## src/include/cpu_settings.svh

```systemverilog
// CPU width and depth settings
`ifndef CPU_SETTINGS_SVH
`define CPU_SETTINGS_SVH

// Datapath and instruction word
`define CPU_DATA_W 16

// Register file
`define CPU_REG_SEL_W 3
`define CPU_NUM_REGS 8

// Word address widths of instruction and data memories
`define CPU_IMEM_AW 8
`define CPU_DMEM_AW 8

// Opcode field in instr[15:11]
`define CPU_OPCODE_W 5

`endif

```

## src/rtl/cpu_pkg.sv

```systemverilog
// CPU pipeline types
`include "cpu_settings.svh"

package cpu_pkg;

	typedef enum logic [`CPU_OPCODE_W-1:0] {
		OP_HALT = 5'b00000,
		OP_NOP  = 5'b00001,
		OP_ADDI = 5'b01000,
		OP_BEQZ = 5'b01100,
		OP_BNEZ = 5'b01101,
		OP_ST   = 5'b10000,
		OP_LD   = 5'b10001,
		OP_LBI  = 5'b11000,
		OP_ALU  = 5'b11011
	} opcode_e;

	// Matches the R-type funct field
	typedef enum logic [1:0] {
		ALU_ADD  = 2'b00,
		ALU_SUB  = 2'b01,
		ALU_XOR  = 2'b10,
		ALU_ANDN = 2'b11
	} alu_op_e;

	typedef struct packed {
		logic    reg_write;
		logic    mem_read;
		logic    mem_write;
		logic    use_imm;
		logic    is_lbi;
		logic    is_halt;
		alu_op_e alu_op;
	} ctrl_t;

	// All-zero is a bubble since a real fetch never has pc2 of zero
	typedef struct packed {
		logic [`CPU_DATA_W-1:0] instr;
		logic [`CPU_DATA_W-1:0] pc2;
	} if_id_t;

	typedef struct packed {
		ctrl_t                     ctrl;
		logic [`CPU_DATA_W-1:0]    rs_val;
		logic [`CPU_DATA_W-1:0]    rt_val;
		logic [`CPU_REG_SEL_W-1:0] rs_sel;
		logic [`CPU_REG_SEL_W-1:0] rt_sel;
		logic [`CPU_REG_SEL_W-1:0] dst_sel;
		logic [7:0]                imm8;
	} id_ex_t;

	typedef struct packed {
		ctrl_t                     ctrl;
		logic [`CPU_DATA_W-1:0]    result;
		logic [`CPU_DATA_W-1:0]    st_data;
		logic [`CPU_REG_SEL_W-1:0] dst_sel;
	} ex_mem_t;

	typedef struct packed {
		logic                      reg_write;
		logic                      is_halt;
		logic [`CPU_REG_SEL_W-1:0] dst_sel;
		logic [`CPU_DATA_W-1:0]    result;
	} mem_wb_t;

endpackage

```

## src/rtl/fetch_stage.sv

```systemverilog
// Instruction fetch stage
`timescale 1ns/1ns
`include "cpu_settings.svh"

module fetch_stage (
	input  logic                    clk,
	input  logic                    arst_n,
	input  logic                    start,
	input  logic                    load_en,
	input  logic [`CPU_IMEM_AW-1:0] load_addr,
	input  logic [`CPU_DATA_W-1:0]  load_data,
	input  logic                    hold,
	input  logic                    branch_taken,
	input  logic [`CPU_DATA_W-1:0]  branch_target,
	input  logic                    halt_seen,
	output cpu_pkg::if_id_t         out
);

	logic [`CPU_DATA_W-1:0] imem [2**`CPU_IMEM_AW];
	logic [`CPU_DATA_W-1:0] pc;
	logic [`CPU_DATA_W-1:0] pc2;
	logic                   running;

	// Program load port for use while idle
	always_ff @(posedge clk) begin
		if (load_en) begin
			imem[load_addr] <= load_data;
		end
	end

	assign pc2 = pc + `CPU_DATA_W'(2);

	always_ff @(posedge clk or negedge arst_n) begin
		if (!arst_n) begin
			running <= 1'b0;
			pc      <= '0;
		end else if (!running) begin
			if (start) begin
				running <= 1'b1;
				pc      <= '0;
			end
		end else if (halt_seen) begin
			running <= 1'b0;
		end else if (branch_taken) begin
			pc <= branch_target;
		end else if (!hold) begin
			pc <= pc2;
		end
	end

	// Byte PC indexes word-wide memory
	always_comb begin
		if (running && !halt_seen) begin
			out.instr = imem[pc[`CPU_IMEM_AW:1]];
			out.pc2   = pc2;
		end else begin
			out = '0;
		end
	end

endmodule

```

## config.mk

```make
export PLATFORM = sky130hd
export DESIGN_NAME = fetch_stage
export DESIGN_NICKNAME = d
export VERILOG_FILES = /design/src/rtl/cpu_pkg.sv /design/src/rtl/fetch_stage.sv
export VERILOG_INCLUDE_DIRS = /design/src /design/src/include
export SDC_FILE = /design/constraint.sdc
export NUM_CORES = 2
export LEC_CHECK = 0
export ABC_AREA = 0
export BUFFER_PORTS_ARGS = -buffer_cell sky130_fd_sc_hd__buf_2
export CAP_MARGIN = 20
export CORE_MARGIN = 2
export CORE_UTILIZATION = 30
export DETAILED_ROUTE_END_ITERATION = 12
export SLEW_MARGIN = 25
export SYNTH_ARGS = -nofsm -noshare
export SYNTH_HDL_FRONTEND = slang
export SYNTH_SLANG_ARGS = --single-unit
```

## constraint.sdc

```tcl
create_clock -name clk -period 3.3 [get_ports clk]
set_input_delay 0.165 -clock clk [delete_from_list [all_inputs] [get_ports clk]]
set_output_delay 0.165 -clock clk [all_outputs]
set_load 0.01 [all_outputs]
```

; After elaboration in Yosys (flattened, before gate mapping)
; Memories as Yosys holds them, arrays and structs flattened.
; Cells that the tools add are included.
[classes]
addsub = 1
n_eq_ne = 2
muxes = 11
reduce_logical = 4
[op_table]
columns = operator, n
row1 = 16-bit two-way mux, 5
row2 = 32-bit two-way mux, 1
row3 = 16-bit by 2-bit adder with 16-bit output (second input constant), 1
row4 = 1-bit two-way mux, 5
row5 = 3-bit inequality test (second input constant), 1
row6 = 3-bit AND reduction, 1
row7 = 2-bit inequality test (second input constant), 1
row8 = 2-bit nonzero test, 1
row9 = 1-bit logical AND, 1
row10 = 1-bit zero test, 1
[word_totals]
register_bits = 17
ram_bits = 4096
inputBits = 47
output_inout_bits = 32
elab_cells = 21
mem_count = 1
[mem_list]
columns = name, depth, width, read_ports, rd_ports_with_merged_regs, write_ports, line_no
row1 = imem, 256, 16, 1, 0, 1, fetch_stage.sv:19  ; logic [`CPU_DATA_W-1:0] imem [2**`CPU_IMEM_AW];

; Depth between registers and ports, before layout
[logic_depth]
depth_word = 5
mapped_depth = 13
depth_no_buf = 7

; Least setup slack after synthesis
; OpenSTA, ideal clock, no wires.
[synth_timing]
path_kind = flip-flop to output port
startpoint = register pc[1]
endpoint = output port out[26] in the netlist's numbering
arrival_ps = 2364
required_time_ps = 3135
slack_ps = 771
path_stages_with_launch = 10
path_cell_list = dfrtp_1 > buf_6 > buf_4 > buf_4 > buf_2 > mux4_2 > a221oi_1 > a32oi_1 > o221ai_1 > o31ai_1
[synth_rtl]
columns = item, line_no
row1 = "start, declared", fetch_stage.sv:20  ; logic [`CPU_DATA_W-1:0] pc;
row2 = "start signal, assigned", fetch_stage.sv:45  ; pc <= branch_target;
row3 = "start signal, assigned", fetch_stage.sv:47  ; pc <= pc2;
row4 = "end, declared", fetch_stage.sv:16  ; output cpu_pkg::if_id_t out

==> metrics.cfg <==
[clock_tree]
tritoncts=yes
cts_max_path_buffers=4
clk_pin_slew_ns=0.06
cts_root_buffer=clkbuf_16
cts_made_buffers=417
cts_sinks=4113
cts.htree.levels=5
insertion_delay_ns=0.96

[timing]
maxSlewHeadroom=0.220
finalSetupViolCount=27
finClkSkew_ns=0.0135
period_minus_slack_ns=4.47
final_hold_viol_count=0
fmaxAchievable_ghz=0.224
slew_violations=0
finalWorstSetupSlack_ns=-1.17
worst_pin_slew_ns=1.17
rsz0062_at_grt=yes
layout_worst_path_cycle_share=1.35
whs_ns=0.0551

[setup_path]
critPathMaxFanout=8
path_class=flip-flop to output pin
cp-end-kind=output pin
ff2ff_path_depth=16
cp_slowest_cell=a32oi_2
rr_endpoint=pc[13]
cpLargestDelayFamily=buffers and inverters
ff2ff_setup_slack_ns=0.02
cp.required_ns=3.13
worstReg2RegStart=pc[1]
path_cells=buf_12 -> buf_16 -> buf_16 -> buf_16 -> buf_4 -> mux4_2 -> nor2_1 -> or3_1 -> a32oi_2 -> o221ai_4 -> buf_6 -> o31ai_4 -> buf_2
arrival_ns=4.30
cpPeakStageDelay_ns=0.54
critPathBufInv=7
crit_top_cell=buf_16
start_kind=flip-flop

[layout]
layout-drive-gt1-share=0.354
fin_nets=8756
syn2layout_area_growth_pct=22.7
final_cell_area_um2=195000

[logic_synthesis]
synth.largest_area_cell=edfxtp_1
synth_warnings=0
ys_types=66
yosys.cell_count.top_type=edfxtp_1
synth_common_cells=edfxtp_1 (4096), mux4_2 (906), mux2i_1 (414)
synth_area_leaders=edfxtp_1 (77%), mux4_2 (13%), mux2i_1 (2.6%), nor2_1 (0.80%), nand2_1 (0.54%)
syn_nets=7401
syn_area_um2=159000
synth.avg_cell_area_um2=21.6
synthFlopType=edfxtp_1
yosysSeqAreaShare=0.776
synth_edf_count=4096
ys_ff_latch=4113
syn_inst=7353
synth_top_area_share=0.773
async_flop_share=0.00413

[route]
drc=0
wirelength_um=458000
first_iter_violations=11728
vias_per_cell=5.19
wl_per_cell_um=28.5
vias=83364
drt-pass1-iter-count=6
ant_nets=1

[floorplan]
die-area_um2=536000
core_area_um2=528000
rows=267
die_h_um=732
io_pins=79
dieWidth_um=732
start_util=0.301

[place]
portBuffers=78
dp.final_hpwl_um=285000
place.gp.congestion=0.861
postPlaceCellArea_um2=176000
dp_slack_ns=-1.17

[power_and_ir_drop]
clockPowerShare=0.355
comb_power_share=0.201
power_density_nw_per_um2=666
switching_share=0.259
switching_power_w=0.0337
seqPwrFrac=0.444
vdd_drop_max_mv=0.507
internal_power_w=0.0964
total_leakage_power_nw=61.4

[min_path]
hold_path_depth=4
hp-class=input pin to flip-flop
worstHoldStart=load_addr[2]
holdPathEnd=imem[205][10]

[grt]
grt_max_degree=115
grt_pass1_vias=83427
antenna_found_initial=45
gr-total-overflow=0
grtUsageTotal=0.164
grt_pass1_wl_um=638000

[run_status]
status=complete, but fails checks
violations=antenna violations, negative setup slack

[run]
cap_viol_max_count=0

cell usage in the layout (no fill, tap or decap), drive strengths merged, types with 22 or more instances in the layout:
master and n:
dlygate4sd3 64, o22ai 50, o211ai 23, o21ai 126, mux2 51, clkbuf 516
a22oi 103, diode 22, a21oi 98, mux4 906, a211oi 42, mux2i 414
bufinv 36, nand3 44, a221oi 66, clkinv 199, buf 1294, edfxtp 4096
nand2 228, nand4 29, inv 22, nor2 338
worst reg2reg max path, stage by stage (launching register included):
cell and delay (ns):
dfrtp_4 0.48, buf_12 0.17, buf_12 0.15, buf_12 0.13, buf_16 0.13, buf_12 0.12, buf_6 0.11, buf_8 0.11
buf_6 0.11, ha_4 0.17, nand4_1 0.17, nor4_4 0.06, buf_4 0.15, xnor2_2 0.15, o21ai_0 0.13, dlygate4sd3_1 0.62
a22o_1 0.20
routing by layer:
layer | global-route usage | vias to the layer above | wire, µm
li1 | - | 33698 | -
met1 | 0.227 | 44432 | 181000
met2 | 0.261 | 4488 | 213000
met3 | 0.0349 | 724 | 48200
met4 | 0.0514 | 22 | 15600
met5 | 0 | - | 177
registers in the layout (all words and copies together), names as in the netlist:
signal and cells:
imem 4096, pc 16, running 1
power groups by stage:
stage	logic [W]	clock network, W	registers [W]
2_1_floorplan	0.0125	0	0.0587
3_3_place_gp	0.0219	0	0.0588
3_5_place_dp	0.0220	0	0.0588
4_1_cts	0.0250	0.0468	0.0577
5_1_grt	0.0271	0.0488	0.0577
6_report	0.0261	0.0462	0.0577
repair_timing:
| action | in CTS | in global routing |
|---|---|---|
| pin swaps | 59 | 88 |
| setup buffers | 104 | 88 |
| endpoints found under the setup margin | 26 | 30 |
| hold endpoints to repair | 1930 | 17 |
| hold buffers | 68 | 1 |
| gates resized for setup | 398 | 234 |
| cloned | 26 | 7 |
final cells by class:
| cell class | count | area, µm² |
|---|---|---|
| inverter | 7 | 58.8 |
| antenna | 22 | 55.1 |
| timing repair buffer | 1376 | 14200 |
| multi-input combinational | 2793 | 35400 |
| tap | 6994 | 8750 |
| fill | 47493 | 333000 |
| clock inverter | 259 | 2410 |
| sequential | 4113 | 123000 |
| clock buffer | 509 | 10900 |
logic make-up after synthesis:
| logic type | Yosys count | synth area share |
|---|---|---|
| flip-flops | 4113 | 0.776 |
| multiplexers | 1371 | 0.158 |
| AND/OR/NAND/NOR | 727 | 0.0193 |
| AO/OA/AOI/OAI | 681 | 0.0298 |
| buffers and inverters | 447 | 0.0162 |
| XOR/XNOR | 13 | 0.000716 |
| adder cells (fa/ha/maj) | 1 | 0.0000786 |
how the worst max path moves through the flow:
stage / cells past startpoint / startpoint / end / slack, ns
6_report: 13 / pc[1] / out[26] / -1.17
5_1_grt: 11 / pc[1] / out[20] / -1.24
4_1_cts: 12 / pc[1] / out[20] / -1.21
3_5_place_dp: 12 / pc[1] / out[22] / -1.17
3_3_place_gp: 12 / pc[1] / out[22] / -1.16
2_1_floorplan: 9 / pc[1] / out[26] / 0.77
stage by stage:
stage | instances | power (W) | TNS, ns | utilization
after global placement | 15017 | 0.0807 | -12.32 | 0.333
final | 16073 | 0.130 | -19.55 | 0.369
after floorplan | 7353 | 0.0712 | 0 | -
after CTS | 15976 | 0.129 | -19.17 | 0.366
after global routing | 16056 | 0.134 | -21.49 | 0.369
after detailed placement | 15017 | 0.0809 | -12.12 | 0.333
(Power assumes the default switching activity.)
