===== config.mk =====
export PLATFORM = sky130hd
export DESIGN_NAME = execute_stage_flat
export DESIGN_NICKNAME = d
export VERILOG_FILES = /design/src/rtl/cpu_pkg.sv /design/src/rtl/hazard_if.sv /design/src/rtl/execute_stage.sv /design/src/flat_wrapper.sv
export VERILOG_INCLUDE_DIRS = /design/src /design/src/include
export SDC_FILE = /design/constraint.sdc
export NUM_CORES = 1
export LEC_CHECK = 0
export ABC_AREA = 1
export CAP_MARGIN = 15
export CELL_PAD_IN_SITES_DETAIL_PLACEMENT = 0
export CELL_PAD_IN_SITES_GLOBAL_PLACEMENT = 1
export CORE_ASPECT_RATIO = 1.1
export CORE_MARGIN = 5
export CORE_UTILIZATION = 47
export DETAILED_ROUTE_END_ITERATION = 8
export DONT_BUFFER_PORTS = 1
export GPL_TIMING_DRIVEN = 0
export PLACE_DENSITY = 0.95
export SYNTH_ARGS = -nofsm -noshare
export SYNTH_HDL_FRONTEND = slang
export SYNTH_SLANG_ARGS = --single-unit

===== constraint.sdc =====
create_clock -name vclk -period 8.4
set_clock_uncertainty 0.2 [all_clocks]
set_input_delay 1.68 -clock vclk [all_inputs]
set_output_delay 1.68 -clock vclk [all_outputs]
set_load 0.02 [all_outputs]

===== src/include/cpu_settings.svh =====
// CPU width and depth settings
`ifndef CPU_SETTINGS_SVH
`define CPU_SETTINGS_SVH

// Datapath and instruction word
`define CPU_DATA_W 16

// Register file
`define CPU_REG_SEL_W 3
`define CPU_NUM_REGS 8

// Word address widths of instruction and data memories
`define CPU_IMEM_AW 8
`define CPU_DMEM_AW 8

// Opcode field in instr[15:11]
`define CPU_OPCODE_W 5

`endif


===== src/rtl/cpu_pkg.sv =====
// CPU pipeline types
`include "cpu_settings.svh"

package cpu_pkg;

	typedef enum logic [`CPU_OPCODE_W-1:0] {
		OP_HALT = 5'b00000,
		OP_NOP  = 5'b00001,
		OP_ADDI = 5'b01000,
		OP_BEQZ = 5'b01100,
		OP_BNEZ = 5'b01101,
		OP_ST   = 5'b10000,
		OP_LD   = 5'b10001,
		OP_LBI  = 5'b11000,
		OP_ALU  = 5'b11011
	} opcode_e;

	// Matches the R-type funct field
	typedef enum logic [1:0] {
		ALU_ADD  = 2'b00,
		ALU_SUB  = 2'b01,
		ALU_XOR  = 2'b10,
		ALU_ANDN = 2'b11
	} alu_op_e;

	typedef struct packed {
		logic    reg_write;
		logic    mem_read;
		logic    mem_write;
		logic    use_imm;
		logic    is_lbi;
		logic    is_halt;
		alu_op_e alu_op;
	} ctrl_t;

	// All-zero is a bubble since a real fetch never has pc2 of zero
	typedef struct packed {
		logic [`CPU_DATA_W-1:0] instr;
		logic [`CPU_DATA_W-1:0] pc2;
	} if_id_t;

	typedef struct packed {
		ctrl_t                     ctrl;
		logic [`CPU_DATA_W-1:0]    rs_val;
		logic [`CPU_DATA_W-1:0]    rt_val;
		logic [`CPU_REG_SEL_W-1:0] rs_sel;
		logic [`CPU_REG_SEL_W-1:0] rt_sel;
		logic [`CPU_REG_SEL_W-1:0] dst_sel;
		logic [7:0]                imm8;
	} id_ex_t;

	typedef struct packed {
		ctrl_t                     ctrl;
		logic [`CPU_DATA_W-1:0]    result;
		logic [`CPU_DATA_W-1:0]    st_data;
		logic [`CPU_REG_SEL_W-1:0] dst_sel;
	} ex_mem_t;

	typedef struct packed {
		logic                      reg_write;
		logic                      is_halt;
		logic [`CPU_REG_SEL_W-1:0] dst_sel;
		logic [`CPU_DATA_W-1:0]    result;
	} mem_wb_t;

endpackage


===== src/rtl/hazard_if.sv =====
// Forwarding and hazard interface
`timescale 1ns/1ns
`include "cpu_settings.svh"

interface hazard_if;

	// One slot per later stage with the youngest first
	logic                      ex_wr;
	logic [`CPU_REG_SEL_W-1:0] ex_sel;
	logic [`CPU_DATA_W-1:0]    ex_data;
	logic                      ex_load;

	logic                      mem_wr;
	logic [`CPU_REG_SEL_W-1:0] mem_sel;
	logic [`CPU_DATA_W-1:0]    mem_data;

	logic                      wb_wr;
	logic [`CPU_REG_SEL_W-1:0] wb_sel;
	logic [`CPU_DATA_W-1:0]    wb_data;

	modport decode (
		input ex_wr, ex_sel, ex_data, ex_load,
		input mem_wr, mem_sel, mem_data,
		input wb_wr, wb_sel, wb_data
	);

	// Execute publishes its own slot and forwards from the older ones
	modport execute (
		output ex_wr, ex_sel, ex_data, ex_load,
		input  mem_wr, mem_sel, mem_data,
		input  wb_wr, wb_sel, wb_data
	);

endinterface


===== src/rtl/execute_stage.sv =====
// Execute stage
`timescale 1ns/1ns
`include "cpu_settings.svh"

module execute_stage (
	input  cpu_pkg::id_ex_t  in,
	hazard_if.execute        fwd,
	output cpu_pkg::ex_mem_t out
);

	import cpu_pkg::*;

	logic [`CPU_DATA_W-1:0] op_a;
	logic [`CPU_DATA_W-1:0] rt_fwd;
	logic [`CPU_DATA_W-1:0] op_b;
	logic [`CPU_DATA_W-1:0] imm5_ext;
	logic [`CPU_DATA_W-1:0] imm8_ext;
	logic [`CPU_DATA_W-1:0] alu_out;
	logic [`CPU_DATA_W-1:0] result;

	// Memory result has priority over write-back
	always_comb begin
		if (fwd.mem_wr && fwd.mem_sel == in.rs_sel) begin
			op_a = fwd.mem_data;
		end else if (fwd.wb_wr && fwd.wb_sel == in.rs_sel) begin
			op_a = fwd.wb_data;
		end else begin
			op_a = in.rs_val;
		end
	end

	always_comb begin
		if (fwd.mem_wr && fwd.mem_sel == in.rt_sel) begin
			rt_fwd = fwd.mem_data;
		end else if (fwd.wb_wr && fwd.wb_sel == in.rt_sel) begin
			rt_fwd = fwd.wb_data;
		end else begin
			rt_fwd = in.rt_val;
		end
	end

	assign imm5_ext = {{(`CPU_DATA_W-5){in.imm8[4]}}, in.imm8[4:0]};
	assign imm8_ext = {{(`CPU_DATA_W-8){in.imm8[7]}}, in.imm8};
	assign op_b     = in.ctrl.use_imm ? imm5_ext : rt_fwd;

	always_comb begin
		case (in.ctrl.alu_op)
			ALU_SUB:  alu_out = op_a - op_b;
			ALU_XOR:  alu_out = op_a ^ op_b;
			ALU_ANDN: alu_out = op_a & ~op_b;
			default:  alu_out = op_a + op_b;
		endcase
	end

	// Loads and stores leave the address here
	assign result = in.ctrl.is_lbi ? imm8_ext : alu_out;

	assign out = '{
		ctrl:    in.ctrl,
		result:  result,
		st_data: rt_fwd,
		dst_sel: in.dst_sel
	};

	assign fwd.ex_wr   = in.ctrl.reg_write;
	assign fwd.ex_sel  = in.dst_sel;
	assign fwd.ex_data = result;
	assign fwd.ex_load = in.ctrl.mem_read;

endmodule


===== src/flat_wrapper.sv =====
// flat-port wrapper written by rule: the top's interface ports become plain ports
module execute_stage_flat import cpu_pkg::*;
  (in, out, fwd_ex_wr, fwd_ex_sel, fwd_ex_data, fwd_ex_load, fwd_mem_wr, fwd_mem_sel, fwd_mem_data, fwd_wb_wr, fwd_wb_sel, fwd_wb_data);
  hazard_if fwd_i ();
  input  cpu_pkg::id_ex_t in;
  output cpu_pkg::ex_mem_t out;
  output wire logic [$bits(fwd_i.ex_wr)-1:0] fwd_ex_wr;
  output wire logic [$bits(fwd_i.ex_sel)-1:0] fwd_ex_sel;
  output wire logic [$bits(fwd_i.ex_data)-1:0] fwd_ex_data;
  output wire logic [$bits(fwd_i.ex_load)-1:0] fwd_ex_load;
  input wire logic [$bits(fwd_i.mem_wr)-1:0] fwd_mem_wr;
  input wire logic [$bits(fwd_i.mem_sel)-1:0] fwd_mem_sel;
  input wire logic [$bits(fwd_i.mem_data)-1:0] fwd_mem_data;
  input wire logic [$bits(fwd_i.wb_wr)-1:0] fwd_wb_wr;
  input wire logic [$bits(fwd_i.wb_sel)-1:0] fwd_wb_sel;
  input wire logic [$bits(fwd_i.wb_data)-1:0] fwd_wb_data;
  assign fwd_ex_wr = fwd_i.ex_wr;
  assign fwd_ex_sel = fwd_i.ex_sel;
  assign fwd_ex_data = fwd_i.ex_data;
  assign fwd_ex_load = fwd_i.ex_load;
  assign fwd_i.mem_wr = fwd_mem_wr;
  assign fwd_i.mem_sel = fwd_mem_sel;
  assign fwd_i.mem_data = fwd_mem_data;
  assign fwd_i.wb_wr = fwd_wb_wr;
  assign fwd_i.wb_sel = fwd_wb_sel;
  assign fwd_i.wb_data = fwd_wb_data;
  execute_stage u_core (.in(in), .fwd(fwd_i), .out(out));
endmodule

Word-level counts from Yosys, hierarchy flattened
Cells that the tools add are included.
{ "op_classes": {"div": 0, "mux": 7, "addsub": 2, "reduce_logical": 4, "bitwise_logic": 3, "shift": 0, "n_eq_ne": 7, "n_mul": 0, "order_cmp": 0} }
{ "op_table": {"columns": ["op", "count"], "rows": [
  ["$mux 16", 6],
  ["$pmux 16 s3", 1],
  ["$add 16x16->16", 1],
  ["$and 16x16->16", 1],
  ["$not 16->16", 1],
  ["$sub 16x16->16", 1],
  ["$xor 16x16->16", 1],
  ["$eq 3x3->1", 4],
  ["$eq 2x2->1 const B", 2],
  ["$logic_and 1x1->1", 4],
  ["$eq 2x1->1 const B", 1]
]} }
{ "totals": {"latchBits": 0, "elab_cells": 23, "register_bits": 0, "mem_count": 0, "ramBits": 0, "rom_bits": 0, "out_inout_bits": 64} }

Logic depth before layout (Yosys ltp)
{ "logic_depth": {"depth_word": 9, "mapped_depth": 30, "ltp_nobuf": 28} }

Least setup slack after synthesis
No wires, ideal clock.
{ "synth_timing": {"path_kind": "input to output", "start": "in fwd_wb_sel[0]", "end": "out out[32] (netlist bit)", "path_stages": 26, "arrival_time_ps": 5127, "t_required_ps": 6520, "setup_slack_ps": 1393, "cell_sequence": "inv_1 nor2_1 nor2_4 nand2_4 buf_6 nand2_1 nand3_2 nand3_1 nand2_1 ha_1 nand3_1 nor3_2 a31oi_1 xor2_1 ha_1 a21oi_1 nor2_1 a211oi_1 o311ai_0 a21o_1 or2_2 nand3_1 o211ai_1 nand2_1 nand2_1 buf_4"} }
{ "synth_via": {"elab_chain_cells": 9} }
{ "synth_lines": {"columns": ["item", "line_no", "source"], "rows": [
  ["start: declaration", "flat_wrapper.sv:15", "input wire logic [$bits(fwd_i.wb_sel)-1:0] fwd_wb_sel;"],
  ["parallel branches: the longest is 7 deep, another holds $add 16x16->16", null, null],
  ["$pmux 16 s3 (*)", "execute_stage.sv:47", "case (in.ctrl.alu_op)"],
  ["$mux 16 (*)", "execute_stage.sv:56", "assign result = in.ctrl.is_lbi ? imm8_ext : alu_out;"],
  ["end: declaration", "flat_wrapper.sv:6", "output cpu_pkg::ex_mem_t out;"]
]} }
Mark *: on every way between the ends.

Worst setup path in the final report
{ "layout_timing": {"start": "in in[12] (netlist bit)", "end": "out out[32] (netlist bit)"} }
{ "layout_via": {"elab_chain_cells": 9} }
{ "layout_lines": {"columns": ["item", "line_no", "source"], "rows": [
  ["start: declaration", "flat_wrapper.sv:5", "input cpu_pkg::id_ex_t in;"],
  ["$eq 3x3->1", "execute_stage.sv:35", "end else if (fwd.wb_wr && fwd.wb_sel == in.rt_sel) begin"],
  ["$logic_and 1x1->1", "execute_stage.sv:35", null],
  ["$mux 16", "execute_stage.sv:35", null],
  ["$mux 16 (*)", "execute_stage.sv:33", "if (fwd.mem_wr && fwd.mem_sel == in.rt_sel) begin"],
  ["$mux 16 (*)", "execute_stage.sv:44", "assign op_b = in.ctrl.use_imm ? imm5_ext : rt_fwd;"],
  ["parallel branches: the longest is 2 deep, another holds $add 16x16->16", null, null],
  ["$pmux 16 s3 (*)", "execute_stage.sv:47", null],
  ["$mux 16 (*)", "execute_stage.sv:56", null]
]} }
Marked as above.

==> results_dict.tcl <==
set metrics [dict create \
    status "finished clean" \
    die_y_um 95.80 \
    p_per_area_nw_per_um2 111.9 \
    layout_common_cells "nand2_1 (158), inv_1 (68), nand3_1 (60)" \
    postPlaceCellArea_um2 3248 \
    p_leak_nw 1.807 \
    max_cap_viol_count 0 \
    synth_top_family_by_area "simple AND/OR/NAND/NOR gates" \
    vias 3587 \
    layout_commonest_cell "nand2_1" \
    max_freq_ghz 0.1291 \
    total_power_mw 0.3636 \
    drv_slew 0 \
    synth_xor_area_frac 0.04733 \
    rows 31 \
    critPathMaxFanout 8 \
    peakVddDrop_uv 39.39 \
    cts_setup_buffers 0 \
    cp_top_family "simple AND/OR/NAND/NOR gates" \
    drtIter0Drc 157 \
    syn_area_um2 3146 \
    hold_viol_final 0 \
    track_usage 0.2216 \
    ys_seq_area_frac 0 \
    rsz0062_at_grt "false" \
    worstMarginPinSlew_ns 0.8712 \
    setup_viol 0 \
    period_minus_slack_ns 7.743 \
    final_antenna_net_count 0 \
    hold_buffers 0 \
    relSlewSlack 0.4118 \
    synth_cells 575 \
    die_w_um 88 \
    dieArea_um2 8430 \
    synth_area_per_cell_um2 5.470 \
    port_buffers 0 \
    synth-adder-area-share 0.1337 \
    initial_core_util 0.4799 \
    cp-end-kind "primary output" \
    crit_top_cell "nand2_1" \
    antenna_found_initial 0 \
    multiInputGateArea_um2 2531 \
    path_class "in -> out" \
    arrival_ns 5.86 \
    hpwlAfterDp_mm 8.640 \
    nets 707 \
    synth_nets 705 \
    dp_slack_ns 0.6718 \
    synth_compound_area_frac 0.1854 \
    yosys-mux-area-fraction 0 \
    io_pins 161 \
    internal-power_mw 0.1272 \
    design.seq.count 0 \
    grt_max_degree 11 \
    path_buf_inv 3 \
    fillCellCount 718 \
    core_um2 6555 \
    grt_overflow 0 \
    seq_power_share 0 \
    cp_slowest_cell "o311ai_0" \
    design_area_um2 3248 \
    yosys_warnings 0 \
    num_antenna_cells 0 \
    combinationalPowerShare 1.000 \
    clkPwrFrac 0 \
    ff_latch_area_um2 0 \
    grt_pass1_wl_mm 15.56 \
    hold_path_class "in -> out" \
    start_kind "input pin" \
    globalplace.congestion 0.8743 \
    drc 0 \
    grt_pass1_vias 3435 \
    final.period_utilization 0.9218 \
    syn_to_final_growth_pct 3.262 \
    max_stage_delay_ns 0.35 \
    yosys.area_share.simple 0.4383 \
    clock_buffers 0 \
    cts_resized 0 \
    p_sw_frac 0.6501 \
    viasPerCell 5.460 \
    ys_types 43 \
    first_pass_iters 5 \
    p_switching_mw 0.2364 \
    crit_required_ns 6.52 \
    setup_tns_ns 0 \
    wire_per_inst_um 14.77 \
    worst_slack_ns 0.6566 \
    drive_above_1_share 0.1217 \
    final_util 0.4955 \
    routed_wirelength_mm 9.702 \
]
## per-layer routing
layer / vias up / GRT usage / share of wire
li1: 1855 / - / -
met1: 1592 / 0.2857 / 0.41
met2: 133 / 0.3926 / 0.48
met3: 7 / 0.04024 / 0.093
met4: 0 / 0.02685 / 0.011
met5: - / 0 / 0
## path summary, 6_finish.rpt
check,startpoint,to,slack [ns],cells after the start
setup / recovery,in[12],out[32],0.66,26
hold / removal,in[54],out[40],3.27,1
## per-stage QoR
stage	hold WS, ns	cells
floorplan	3.273	575
global placement	3.276	657
detailed placement	3.275	657
CTS	3.275	657
global route	3.275	657
finish	3.274	657
## Yosys cell counts, types with 2 or more instances
cell / number / area (µm²)
buf_2: 2 / 10.01
nand4_1: 3 / 18.77
clkbuf_1: 12 / 45.04
o21ai_1: 5 / 25.02
nand2_1: 158 / 593.1
nand2_2: 9 / 56.30
a31oi_1: 18 / 112.6
o21ai_0: 22 / 110.1
nand3_1: 60 / 300.3
xor2_1: 15 / 131.4
o22ai_1: 2 / 12.51
nand3_2: 2 / 20.02
buf_6: 3 / 33.78
nand3b_1: 2 / 15.01
nor2_1: 43 / 161.4
xnor2_1: 2 / 17.52
or2_2: 8 / 50.05
a211oi_1: 3 / 22.52
inv_2: 3 / 11.26
and2_1: 11 / 68.82
a21o_1: 3 / 22.52
o211ai_1: 10 / 75.07
ha_1: 32 / 400.4
a21oi_1: 24 / 120.1
nor2_2: 3 / 18.77
inv_1: 68 / 255.2
or2_1: 3 / 18.77
buf_4: 34 / 255.2
## layout make-up
type | instances | area share
Buffer | 51 | 0.1059
Inverter | 72 | 0.08320
Multi-Input combinational cell | 452 | 0.7793
Tap cell | 82 | 0.03159
## power by group through the flow
stage	combinational, mW	clock (mW)	sequential [mW]
4_1_cts	0.362	0	0
6_report	0.364	0	0
3_3_place_gp	0.354	0	0
3_5_place_dp	0.360	0	0
5_1_grt	0.406	0	0
2_1_floorplan	0.301	0	0
## logic make-up (layout without fill, tap and decap cells)
| kind of cell | after synthesis | count (layout) |
|---|---|---|
| AO/OA/AOI/OAI | 95 | 95 |
| XOR/XNOR | 17 | 17 |
| adder cells (fa/ha/maj) | 33 | 33 |
| buffers and inverters | 123 | 123 |
| AND/OR/NAND/NOR | 307 | 307 |
Note: power is estimated with default switching activity, not from simulation.
