===== src/include/cpu_settings.svh =====
// CPU width and depth settings
`ifndef CPU_SETTINGS_SVH
`define CPU_SETTINGS_SVH

// Datapath and instruction word
`define CPU_DATA_W 16

// Register file
`define CPU_REG_SEL_W 3
`define CPU_NUM_REGS 8

// Word address widths of instruction and data memories
`define CPU_IMEM_AW 8
`define CPU_DMEM_AW 8

// Opcode field in instr[15:11]
`define CPU_OPCODE_W 5

`endif


===== src/rtl/cpu_pkg.sv =====
// CPU pipeline types
`include "cpu_settings.svh"

package cpu_pkg;

	typedef enum logic [`CPU_OPCODE_W-1:0] {
		OP_HALT = 5'b00000,
		OP_NOP  = 5'b00001,
		OP_ADDI = 5'b01000,
		OP_BEQZ = 5'b01100,
		OP_BNEZ = 5'b01101,
		OP_ST   = 5'b10000,
		OP_LD   = 5'b10001,
		OP_LBI  = 5'b11000,
		OP_ALU  = 5'b11011
	} opcode_e;

	// Matches the R-type funct field
	typedef enum logic [1:0] {
		ALU_ADD  = 2'b00,
		ALU_SUB  = 2'b01,
		ALU_XOR  = 2'b10,
		ALU_ANDN = 2'b11
	} alu_op_e;

	typedef struct packed {
		logic    reg_write;
		logic    mem_read;
		logic    mem_write;
		logic    use_imm;
		logic    is_lbi;
		logic    is_halt;
		alu_op_e alu_op;
	} ctrl_t;

	// All-zero is a bubble since a real fetch never has pc2 of zero
	typedef struct packed {
		logic [`CPU_DATA_W-1:0] instr;
		logic [`CPU_DATA_W-1:0] pc2;
	} if_id_t;

	typedef struct packed {
		ctrl_t                     ctrl;
		logic [`CPU_DATA_W-1:0]    rs_val;
		logic [`CPU_DATA_W-1:0]    rt_val;
		logic [`CPU_REG_SEL_W-1:0] rs_sel;
		logic [`CPU_REG_SEL_W-1:0] rt_sel;
		logic [`CPU_REG_SEL_W-1:0] dst_sel;
		logic [7:0]                imm8;
	} id_ex_t;

	typedef struct packed {
		ctrl_t                     ctrl;
		logic [`CPU_DATA_W-1:0]    result;
		logic [`CPU_DATA_W-1:0]    st_data;
		logic [`CPU_REG_SEL_W-1:0] dst_sel;
	} ex_mem_t;

	typedef struct packed {
		logic                      reg_write;
		logic                      is_halt;
		logic [`CPU_REG_SEL_W-1:0] dst_sel;
		logic [`CPU_DATA_W-1:0]    result;
	} mem_wb_t;

endpackage


===== src/rtl/stage_reg.sv =====
// Pipeline stage register
`timescale 1ns/1ns

module stage_reg #(
	parameter type payload_t = cpu_pkg::if_id_t
) (
	input  logic     clk,
	input  logic     arst_n,
	input  logic     en,
	input  logic     bubble,
	input  payload_t d,
	output payload_t q
);

	// Zero payload carries no active control bit
	always_ff @(posedge clk or negedge arst_n) begin
		if (!arst_n) begin
			q <= '0;
		end else if (en) begin
			if (bubble) begin
				q <= '0;
			end else begin
				q <= d;
			end
		end
	end

endmodule


===== config.mk =====
export PLATFORM = sky130hd
export DESIGN_NAME = stage_reg
export DESIGN_NICKNAME = d
export VERILOG_FILES = /design/src/rtl/cpu_pkg.sv /design/src/rtl/stage_reg.sv
export VERILOG_INCLUDE_DIRS = /design/src /design/src/include
export SDC_FILE = /design/constraint.sdc
export NUM_CORES = 1
export LEC_CHECK = 0
export BUFFER_PORTS_ARGS = -buffer_cell sky130_fd_sc_hd__buf_2
export CAP_MARGIN = 20
export CORE_MARGIN = 1.5
export CORE_UTILIZATION = 47
export CTS_BUF_LIST = sky130_fd_sc_hd__clkbuf_8
export DETAILED_ROUTE_END_ITERATION = 10
export PLACE_DENSITY = 0.83
export SYNTH_ARGS = -nofsm -noshare
export SYNTH_HDL_FRONTEND = slang
export SYNTH_SLANG_ARGS = --single-unit

===== constraint.sdc =====
create_clock -name clk -period 0.8 [get_ports clk]
set_input_delay 0.08 -clock clk [delete_from_list [all_inputs] [get_ports clk]]
set_output_delay 0.08 -clock clk [all_outputs]
set_load 0.1 [all_outputs]

==> out/metrics.cfg, run 1 <==
[synth]
syn_nets=174
synth_top_area_share_pct=56.89
yosys_warnings=0
yosys.area.top_type=dfrtp_1
synth_area_leaders=dfrtp_1 57%, nand3b_1 17%, o21ai_1 11%
ys.flop_type=dfrtp_1
syn_area_per_cell_sq_um=10.20
syn_area_sq_mm=0.001408
synth_edf_count=0
seq_area_frac_synth_pct=56.89
synthCells=138
synth-seq-cells=32
synth_cell_types=7
yosys-top-cells-count=32 x dfrtp_1, 32 x inv_1, 32 x nand3b_1, 32 x o21ai_1, 5 x buf_6
async_reset_ff_share_pct=100.0

[floorplan]
io_pins=68
rows=19
die_y_microns=57.73
die_w_microns=57.73
initial_core_util_pct=50.18

[clock_tree]
cts_resized=33
clockBufferDepth=2
cts_buffers=5
htree_levels=2
cts_root_buffer=clkbuf_8
cts.hold.buffers_added=1
post-cts-setup-buffers=25
clock_sinks=32

[placement]
port_buffers=67
place_congestion=0.7637
hpwl_microns=2636

[status]
stop_error=[ERROR DPL-0033] detailed placement checks failed during check placement.
lastStage=clock tree synthesis (4_1_cts)
status=stopped before the end

## logic make-up after synthesis
family / after synthesis / share of synthesized area (%)
AOI/OAI and AO/OA: 32 / 11.38
buffers and inverters: 42 / 14.67
and+or+nand+nor: 32 / 17.07
DFF: 32 / 56.89
## metrics by stage
step	hold slack, ns	setup slack (ns)	cell area (sq um)	cells
global placement	0.04215	0.06963	2356	229
floorplan	-0.2156	-0.04343	1528	138
detailed placement	0.04455	-0.01957	2356	229
==> run 2: changes to the inputs <==
Settings changed: CORE_AREA set to 2 2 63 65, CORE_MARGIN 1.5 to not set, CORE_UTILIZATION 47 to not set, CTS_BUF_LIST sky130_fd_sc_hd__clkbuf_8 to not set, DIE_AREA set to 0 0 65 67, PLACE_DENSITY 0.83 to not set, PLACE_DENSITY_LB_ADDON set to 0.15.
==> out/metrics.cfg, run 2 <==
[clock_tree]
htree_levels=2  ; unchanged
clockBufferDepth=2  ; unchanged
clock_sinks=32  ; unchanged
cts_root_buffer=clkbuf_8
cts_buffers=5  ; unchanged
clkSlewWorstSetupHoldPaths_ns=0.06
clk_latency_ns=0.27
cts_tree=yes

[synth]
synth_area_leaders=dfrtp_1 57%, nand3b_1 17%, o21ai_1 11%
syn_area_sq_mm=0.001408  ; unchanged
yosys_warnings=0  ; unchanged
synth-seq-cells=32  ; unchanged
yosys-top-cells-count=32 x dfrtp_1, 32 x inv_1, 32 x nand3b_1, 32 x o21ai_1, 5 x buf_6
async_reset_ff_share_pct=100.0  ; unchanged
yosys.area.top_type=dfrtp_1
synth_cell_types=7  ; unchanged
syn_area_per_cell_sq_um=10.20  ; unchanged
syn_nets=174  ; unchanged
synthCells=138  ; unchanged
ys.flop_type=dfrtp_1
seq_area_frac_synth_pct=56.89  ; unchanged
synth_top_area_share_pct=56.89  ; unchanged
synth_edf_count=0  ; unchanged

[grt]
grt_pass1_vias=1358
grt_max_degree=41
track_usage_pct=18.22
antenna_found_initial=0
grt_overflow_total=0
grt_pass1_wl_microns=5885

[placement]
dpl_cell_area_sq_mm=0.002377  ; +0.90%
place_congestion=0.7009  ; -8.2%
dp_slack_ns=-0.04321  ; -0.02364 ns
port_buffers=67  ; unchanged
dp.cells=246  ; +7.4%
hpwl_microns=2338  ; -11%

[setup_path]
critical_path_class=flop to output port
cp_cell_sequence=buf_12
worstSetupEndpointType=output port
cp_slowest_cell=dfrtp_4
cp_top_family=flip-flops
cpPeakStageDelay_ns=0.50
cp.arrival_ns=0.95
cp_data_required_time_ns=0.72
path_max_fanout=2
ff2ff_setup_slack_ns=-0.07
crit_buf_inv=1
start_kind=flop

[detailed_routing]
drt_wl_total_microns=3839
ant_nets=0
drc_errors=0
drt_pass1_iterations=4
vias=1295
drt_iter0_drc=46
wire_per_inst_microns=13.76
viasPerCell=4.642

[sta]
worst_slack_ns=-0.2338
fmax_ghz=0.9673
fin_crit_sh_pct=129.2
worst_pin_slew_ns=0.4439
rsz0062_at_grt=yes
hold_viol=0
setup_viol=55
min_period_ns=1.034
slew_violations=0
slew_headroom_pct=70.41
clock_skew_ns=0

[pwr]
p_comb_share_pct=40.4
pwr-share-seq_pct=37.0
power.leakage_nw=1.212
cellPowerDensity_mw_per_mm2=1914
swShare_pct=37.01
p_sw_w=0.002002
ir_drop_v=0.001404
intPower_w=0.003407
p_clk_share_pct=22.6

[floorplan]
initial_core_util_pct=39.04  ; -11 points
io_pins=68  ; unchanged
die_w_microns=65  ; +13%
die_area_sq_mm=0.004355
core_sq_mm=0.003606
die_y_microns=67  ; +16%
rows=22  ; +3

[layout]
design_area_sq_mm=0.002826
layout_common_cells=35 x buf_2, 35 x buf_12, 32 x nand3b_1, 32 x dfrtp_4, 29 x inv_2
post-route-util_pct=78.38
nFillCells=225
stdcell_count=279
area_delta_synth_final_pct=100.8
multi_input_area_sq_um=471.7
top_regs=q (32)
layout-drive-gt1-share_pct=79.22
n_antenna_cell=0
register_area_sq_um=920.9
largest-register=q
fin_nets=266
largest_reg_flops=32

[hold_path]
hold_path.class=input port to flop

[status]
violations=negative setup slack
status=finished with violations

[flow_run]
cap_violations=0

-- run 2: cell counts after synthesis --
No cell type changed its count.
-- run 2: cells by family (layout without fill, tap and decap cells) --
logic type | Yosys count | in the layout | synth area share [%]
simple gates | 32 | 32 | 17.07
compound gates | 32 | 32 | 11.38
flops | 32 | 32 | 56.89
buf+inv | 42 | 135 | 14.67
-- run 2: layout make-up --
| class | instances | share of cell area [%] |
|---|---|---|
| multi-input combinational | 64 | 16.69 |
| inverter | 32 | 4.515 |
| tap | 48 | 2.125 |
| timing repair buffer | 95 | 40.90 |
| sequential | 32 | 32.58 |
| clock buffer | 8 | 3.187 |
-- run 2: worst reg2reg max path, delay by kind of cell (launching register included) --
kind	cells	cell delay, ns
compound gates	1	0.08
flops	1	0.50
buf+inv	2	0.16
-- run 2: path summary, 6_finish.rpt --
check                                   from           endpoint  cells past startpoint
max                        q[19]$_DFFE_PN0P_              q[19]                      1
min                                     d[0]   q[0]$_DFFE_PN0P_                      3
max reg2reg                q[19]$_DFFE_PN0P_  q[19]$_DFFE_PN0P_                      3
min reg2reg                q[29]$_DFFE_PN0P_  q[29]$_DFFE_PN0P_                      2
max in group asynchronous             arst_n  q[18]$_DFFE_PN0P_                      3
min in group asynchronous             arst_n  q[26]$_DFFE_PN0P_                      3
-- run 2: what timing repair did --
item	CTS	global route
pin swaps	0	11
hold endpoints to repair	32	0
endpoints found under the setup margin	32	56
gates resized for setup	28	32
hold buffers	1	0
cloned	0	0
buffers inserted	24	14
-- run 2: layer usage --
layer | routed length [microns] | part of all wire [%] | GRT usage [%]
met1 | 1640 | 43 | 20.77
met2 | 1855 | 48 | 31.19
met3 | 282 | 7.3 | 6.419
met4 | 61 | 1.6 | 7.181
met5 | 0 | 0 | 0
-- run 2: power by group through the flow --
stage               clock (W)  combinational [W]  sequential (W)
floorplan                   0           0.000238         0.00291
global placement            0            0.00188         0.00202
detailed placement          0            0.00191         0.00203
CTS                   0.00128            0.00214         0.00199
global route          0.00135            0.00227         0.00201
finish                0.00122            0.00219         0.00200
-- run 2: stage by stage --
| step | power [W] | hold WS [ns] | setup TNS (ns) |
|---|---|---|---|
| after floorplan | 0.003149 | -0.2156 | -1.383 |
| after global placement | 0.003907 | 0.04681 | 0 |
| after detailed placement | 0.003937 | 0.05830 | -0.2853 |
| after CTS | 0.005416 | 0.03845 | -7.823 |
| after global routing | 0.005633 | 0.04734 | -8.980 |
| final | 0.005409 | 0.04993 | -7.598 |
(Power assumes the default switching activity.)
==> run 3: changes to the inputs <==
Settings changed: PLACE_DENSITY set to 0.68, PLACE_DENSITY_LB_ADDON 0.15 to not set.
==> out/metrics.cfg, run 3 (synthesized netlist as in run 2, its figures left out) <==
[status]
status=finished with violations
violations=negative setup slack

[pwr]
ir_drop_v=0.001443  ; +2.8%
cellPowerDensity_mw_per_mm2=1854  ; -3.1%
power.leakage_nw=1.231  ; +1.6%

[detailed_routing]
wire_per_inst_microns=14.09  ; +2.4%
drc_errors=0  ; unchanged
ant_nets=0  ; unchanged
drt_wl_total_microns=3960  ; +3.2%
vias=1301  ; +0.46%
viasPerCell=4.630  ; -0.25%
drt_pass1_iterations=4  ; unchanged
drt_iter0_drc=32  ; -30%

[placement]
port_buffers=67  ; unchanged
place_congestion=0.7259  ; +3.6%
dp_slack_ns=-0.01841  ; +0.02480 ns
dp.cells=246  ; unchanged
hpwl_microns=2457  ; +5.1%

[setup_path]
cp_cell_sequence=buf_12
critical_path_class=flop to output port
cp.arrival_ns=0.95  ; about the same
path_max_fanout=2  ; unchanged
crit_buf_inv=1  ; unchanged
rr_worst_depth=3  ; unchanged
cp_data_required_time_ns=0.72  ; about the same
worst-path-stages=1  ; unchanged
cp_top_family=flip-flops
start_kind=flop
cpPeakStageDelay_ns=0.50  ; about the same
cp_slowest_cell=dfrtp_4
worstSetupEndpointType=output port

[hold_path]
hold_path.class=input port to flop
whs_path_depth=3  ; unchanged

[sta]
rsz0062_at_grt=yes
slew_headroom_pct=71.83  ; +1.4 points
clock_skew_ns=0  ; unchanged
setup_viol=61  ; +11%
fin_crit_sh_pct=129.1  ; -0.17 points
slew_violations=0  ; unchanged
min_period_ns=1.032  ; -0.001362 ns
hold_viol=0  ; unchanged
fmax_ghz=0.9685  ; +0.13%
worst_pin_slew_ns=0.4226  ; -0.02128 ns
worst_slack_ns=-0.2325  ; +0.001362 ns
setup-tns-final_ns=-7.598  ; +0.0003100 ns

[layout]
layout-drive-gt1-share_pct=79.83  ; +0.61 points
n_antenna_cell=0  ; unchanged
register_area_sq_um=920.9  ; unchanged
largest_reg_flops=32  ; unchanged
largest-register=q
nFillCells=234  ; +4.0%
area_delta_synth_final_pct=103.0
top_regs=q (32)
stdcell_count=281  ; +0.72%
fin_nets=271  ; +1.9%
post-route-util_pct=79.25  ; +0.87 points
layout_common_cells=35 x buf_2, 35 x buf_12, 32 x nand3b_1, 32 x dfrtp_4
multi_input_area_sq_um=467.9  ; -0.80%

[grt]
grt_pass1_vias=1321  ; -2.7%
track_usage_pct=18.70  ; +0.48 points
grt_max_degree=37  ; -9.8%
grt_overflow_total=0  ; unchanged
grt_pass1_wl_microns=6051  ; +2.8%
antenna_found_initial=0  ; unchanged

[floorplan]
die_area_sq_mm=0.004355  ; unchanged
initial_core_util_pct=39.04  ; unchanged
io_pins=68  ; unchanged
core_sq_mm=0.003606  ; unchanged
rows=22  ; unchanged
die_y_microns=67  ; unchanged
die_w_microns=65  ; unchanged

[clock_tree]
htree_levels=2  ; unchanged
cts_root_buffer=clkbuf_8
clk_latency_ns=0.27  ; about the same
clkSlewWorstSetupHoldPaths_ns=0.06  ; about the same
cts_buffers=5  ; unchanged
cts_tree=yes
clock_sinks=32  ; unchanged
clockBufferDepth=2  ; unchanged

[flow_run]
cap_violations=0  ; unchanged

[run 3: where the power goes]
part           leakage (nW)  internal, W  switching, W  total, W
combinational         0.828     0.000910       0.00132   0.00223
clock                0.0359     0.000559      0.000510   0.00107
sequential            0.368      0.00183      0.000171   0.00200
total                  1.23      0.00330       0.00200   0.00530
[run 3: cell type report]
cell class / instances / area share [%]
Clock buffer: 5 / 2.408
Multi-Input combinational cell: 64 / 16.37
Tap cell: 48 / 2.102
Inverter: 32 / 4.466
Timing Repair Buffer: 100 / 42.43
Sequential cell: 32 / 32.22
[run 3: final timing paths]
check	startpoint	end	slack, ns
max	q[25]$_DFFE_PN0P_	q[25]	-0.23
min	d[15]	q[15]$_DFFE_PN0P_	0.04
max reg2reg	q[6]$_DFFE_PN0P_	q[6]$_DFFE_PN0P_	-0.04
min reg2reg	q[0]$_DFFE_PN0P_	q[0]$_DFFE_PN0P_	0.60
max in group asynchronous	arst_n	q[18]$_DFFE_PN0P_	0.31
min in group asynchronous	arst_n	q[25]$_DFFE_PN0P_	0.29
[run 3: worst reg2reg max path, cell delays in order, from the launching register on]
cell     delay [ns]
dfrtp_4        0.50
buf_6          0.12
inv_2          0.03
o21ai_1        0.07
[run 3: metal layers]
layer	part of all wire [%]	GRT usage, %
met5	0	0
met4	1.9	9.574
met3	4.1	3.547
met2	57	32.86
met1	37	21.66
[run 3: through the flow]
stage	total power (W)	instance area, sq um	hold slack, ns
final	0.005299	2858	0.04177
after global routing	0.005504	2858	0.05207
after CTS	0.005242	2753	0.03991
after detailed placement	0.003946	2377	0.04877
after global placement	0.003914	2377	0.04757
after floorplan	0.003149	1528	-0.2156
[run 3: repair_timing]
action / CTS / global route
buffers inserted: 24 / 16
resized for setup: 31 / 30
pin swaps: 0 / 10
endpoints found under the setup margin: 32 / 56
hold endpoints to repair: 32 / 0
hold buffers: 1 / 0
==> run 4: changes to the inputs <==
--- a/config.mk
+++ b/config.mk
@@ -10,6 +10,8 @@
 export CAP_MARGIN = 20
-export CORE_AREA = 2 2 63 65
+export CELL_PAD_IN_SITES_DETAIL_PLACEMENT = 1
+export CELL_PAD_IN_SITES_GLOBAL_PLACEMENT = 1
+export CORE_MARGIN = 1.5
+export CORE_UTILIZATION = 33
 export DETAILED_ROUTE_END_ITERATION = 10
-export DIE_AREA = 0 0 65 67
-export PLACE_DENSITY = 0.68
+export PLACE_DENSITY = 0.77
 export SYNTH_ARGS = -nofsm -noshare
--- a/constraint.sdc
+++ b/constraint.sdc
@@ -3,2 +3,2 @@
 set_output_delay 0.08 -clock clk [all_outputs]
-set_load 0.1 [all_outputs]
+set_load 0.005 [all_outputs]
==> out/metrics.cfg, run 4 (synthesized netlist as in run 2, its figures left out) <==
[status]
status=finished with violations
violations=negative setup slack

[setup_path]
cp_data_required_time_ns=0.72  ; about the same
worstSetupEndpointType=output port
cpPeakStageDelay_ns=0.40  ; -0.10 ns
crit_buf_inv=1  ; unchanged
cp_slowest_cell=dfrtp_1
cp_cell_sequence=buf_2
critical_path_class=flop to output port
start_kind=flop
path_max_fanout=2  ; unchanged
cp.arrival_ns=0.81  ; -0.14 ns
crit_path_start=q[7]$_DFFE_PN0P_
cp_top_family=flip-flops
rr_startpoint=q[19]$_DFFE_PN0P_

[grt]
grt_max_degree=33  ; -11%
grt_pass1_vias=1262  ; -4.5%
track_usage_pct=16.92  ; -1.8 points
antenna_found_initial=0  ; unchanged
grt_overflow_total=0  ; unchanged
grt_pass1_wl_microns=5630  ; -7.0%

[clock_tree]
cts_buffers=5  ; unchanged
cts_root_buffer=clkbuf_8
htree_levels=2  ; unchanged
clockBufferDepth=2  ; unchanged
cts_tree=yes
clkSlewWorstSetupHoldPaths_ns=0.07  ; about the same
cts_resized=0  ; -100%
clock_sinks=32  ; unchanged
clk_latency_ns=0.28  ; about the same

[sta]
slew_violations=0  ; unchanged
worst_slack_ns=-0.09017  ; +0.1423 ns
setup_viol=32  ; -48%
hold_viol=0  ; unchanged
clock_skew_ns=0  ; unchanged
min_period_ns=0.8902  ; -0.1423 ns
hold_ws_ns=0.03868  ; -0.003098 ns
worst_pin_slew_ns=0.4158  ; -0.006781 ns
slew_headroom_pct=72.28  ; +0.45 points
fmax_ghz=1.123  ; +16%
setup-tns-final_ns=-2.148  ; +5.450 ns
fin_crit_sh_pct=111.3  ; -18 points
rsz0062_at_grt=yes

[detailed_routing]
wire_per_inst_microns=13.23  ; -6.2%
drt_iter0_drc=48  ; +50%
drt_pass1_iterations=3  ; -1
vias=1221  ; -6.1%
viasPerCell=4.590  ; -0.86%
drc_errors=0  ; unchanged
ant_nets=0  ; unchanged
drt_wl_total_microns=3518  ; -11%

[pwr]
cellPowerDensity_mw_per_mm2=1883  ; +1.5%
power.leakage_nw=1.012  ; -18%
ir_drop_v=0.0007993  ; -45%

[layout]
top_regs=q (32)
fin_nets=251  ; -7.4%
largest_reg_flops=32  ; unchanged
layout-drive-gt1-share_pct=39.35  ; -40 points
layout_common_cells=67 x buf_2, 32 x inv_1, 32 x nand3b_1, 32 x o21ai_1, 32 x dfrtp_1
final_common_cell=buf_2
largest-register=q
stdcell_count=266  ; -5.3%
nFillCells=505  ; +120%
area_delta_synth_final_pct=38.31
n_antenna_cell=0  ; unchanged

[floorplan]
die_area_sq_mm=0.004666  ; +7.1%
core_sq_mm=0.004058  ; +13%
die_y_microns=68.31  ; +2.0%
initial_core_util_pct=34.69  ; -4.3 points
die_w_microns=68.31  ; +5.1%
rows=23  ; +4.5%
io_pins=68  ; unchanged

[placement]
dp.cells=249  ; +1.2%
hpwl_microns=2534  ; +3.1%
dp_slack_ns=-0.02494  ; -0.006530 ns
place_congestion=0.7095  ; -2.3%
port_buffers=67  ; unchanged

[hold_path]
hold_path.class=input port to flop
hp-start=d[23]

[flow_run]
cap_violations=0  ; unchanged

-- run 4: per-stage QoR --
stage	utilization, %	power, W	cell area (sq um)
3_3_place_gp	44.03	0.002368	1787
2_1_floorplan	-	0.002081	1408
5_1_grt	47.98	0.003878	1947
3_5_place_dp	44.03	0.002393	1787
4_1_cts	47.98	0.003729	1947
6_report	47.98	0.003665	1947
-- run 4: area by class of cell --
class | instances | area, sq um | share of cell area, %
Clock buffer | 8 | 90.09 | 4.627
Multi-Input combinational cell | 64 | 400.4 | 20.57
Timing Repair Buffer | 80 | 473.0 | 24.29
Tap cell | 50 | 62.56 | 3.213
Inverter | 32 | 120.1 | 6.170
Sequential cell | 32 | 800.8 | 41.13
-- run 4: routing by layer --
metal	track usage [%]	part of all wire (%)	vias to the layer above
met4	6.750	1.6	0
met5	0	0	-
met3	6.908	7.0	7
met1	18.01	39	586
li1	-	-	590
met2	29.61	53	38
-- run 4: path summary, 6_finish.rpt --
kind / to / slack, ns / depth (start not counted)
min in group asynchronous: q[11]$_DFFE_PN0P_ / 0.28 / 3
worst min register to register: q[20]$_DFFE_PN0P_ / 0.51 / 2
worst max register to register: q[19]$_DFFE_PN0P_ / 0.07 / 3
max in group asynchronous: q[30]$_DFFE_PN0P_ / 0.35 / 3
worst min-delay path: q[23]$_DFFE_PN0P_ / 0.04 / 3
worst max-delay path: q[7] / -0.09 / 1
-- run 4: what timing repair did --
item,CTS,global route
setup buffers,8,0
hold buffers,1,0
setup endpoints to repair,32,32
hold endpoints to repair,32,0
-- run 4: power breakdown --
part | internal (W) | switching, W | total, W
Sequential | 0.00175 | 0.0000685 | 0.00181
Combinational | 0.000307 | 0.000274 | 0.000580
Clock | 0.000701 | 0.000570 | 0.00127
Total | 0.00275 | 0.000912 | 0.00367
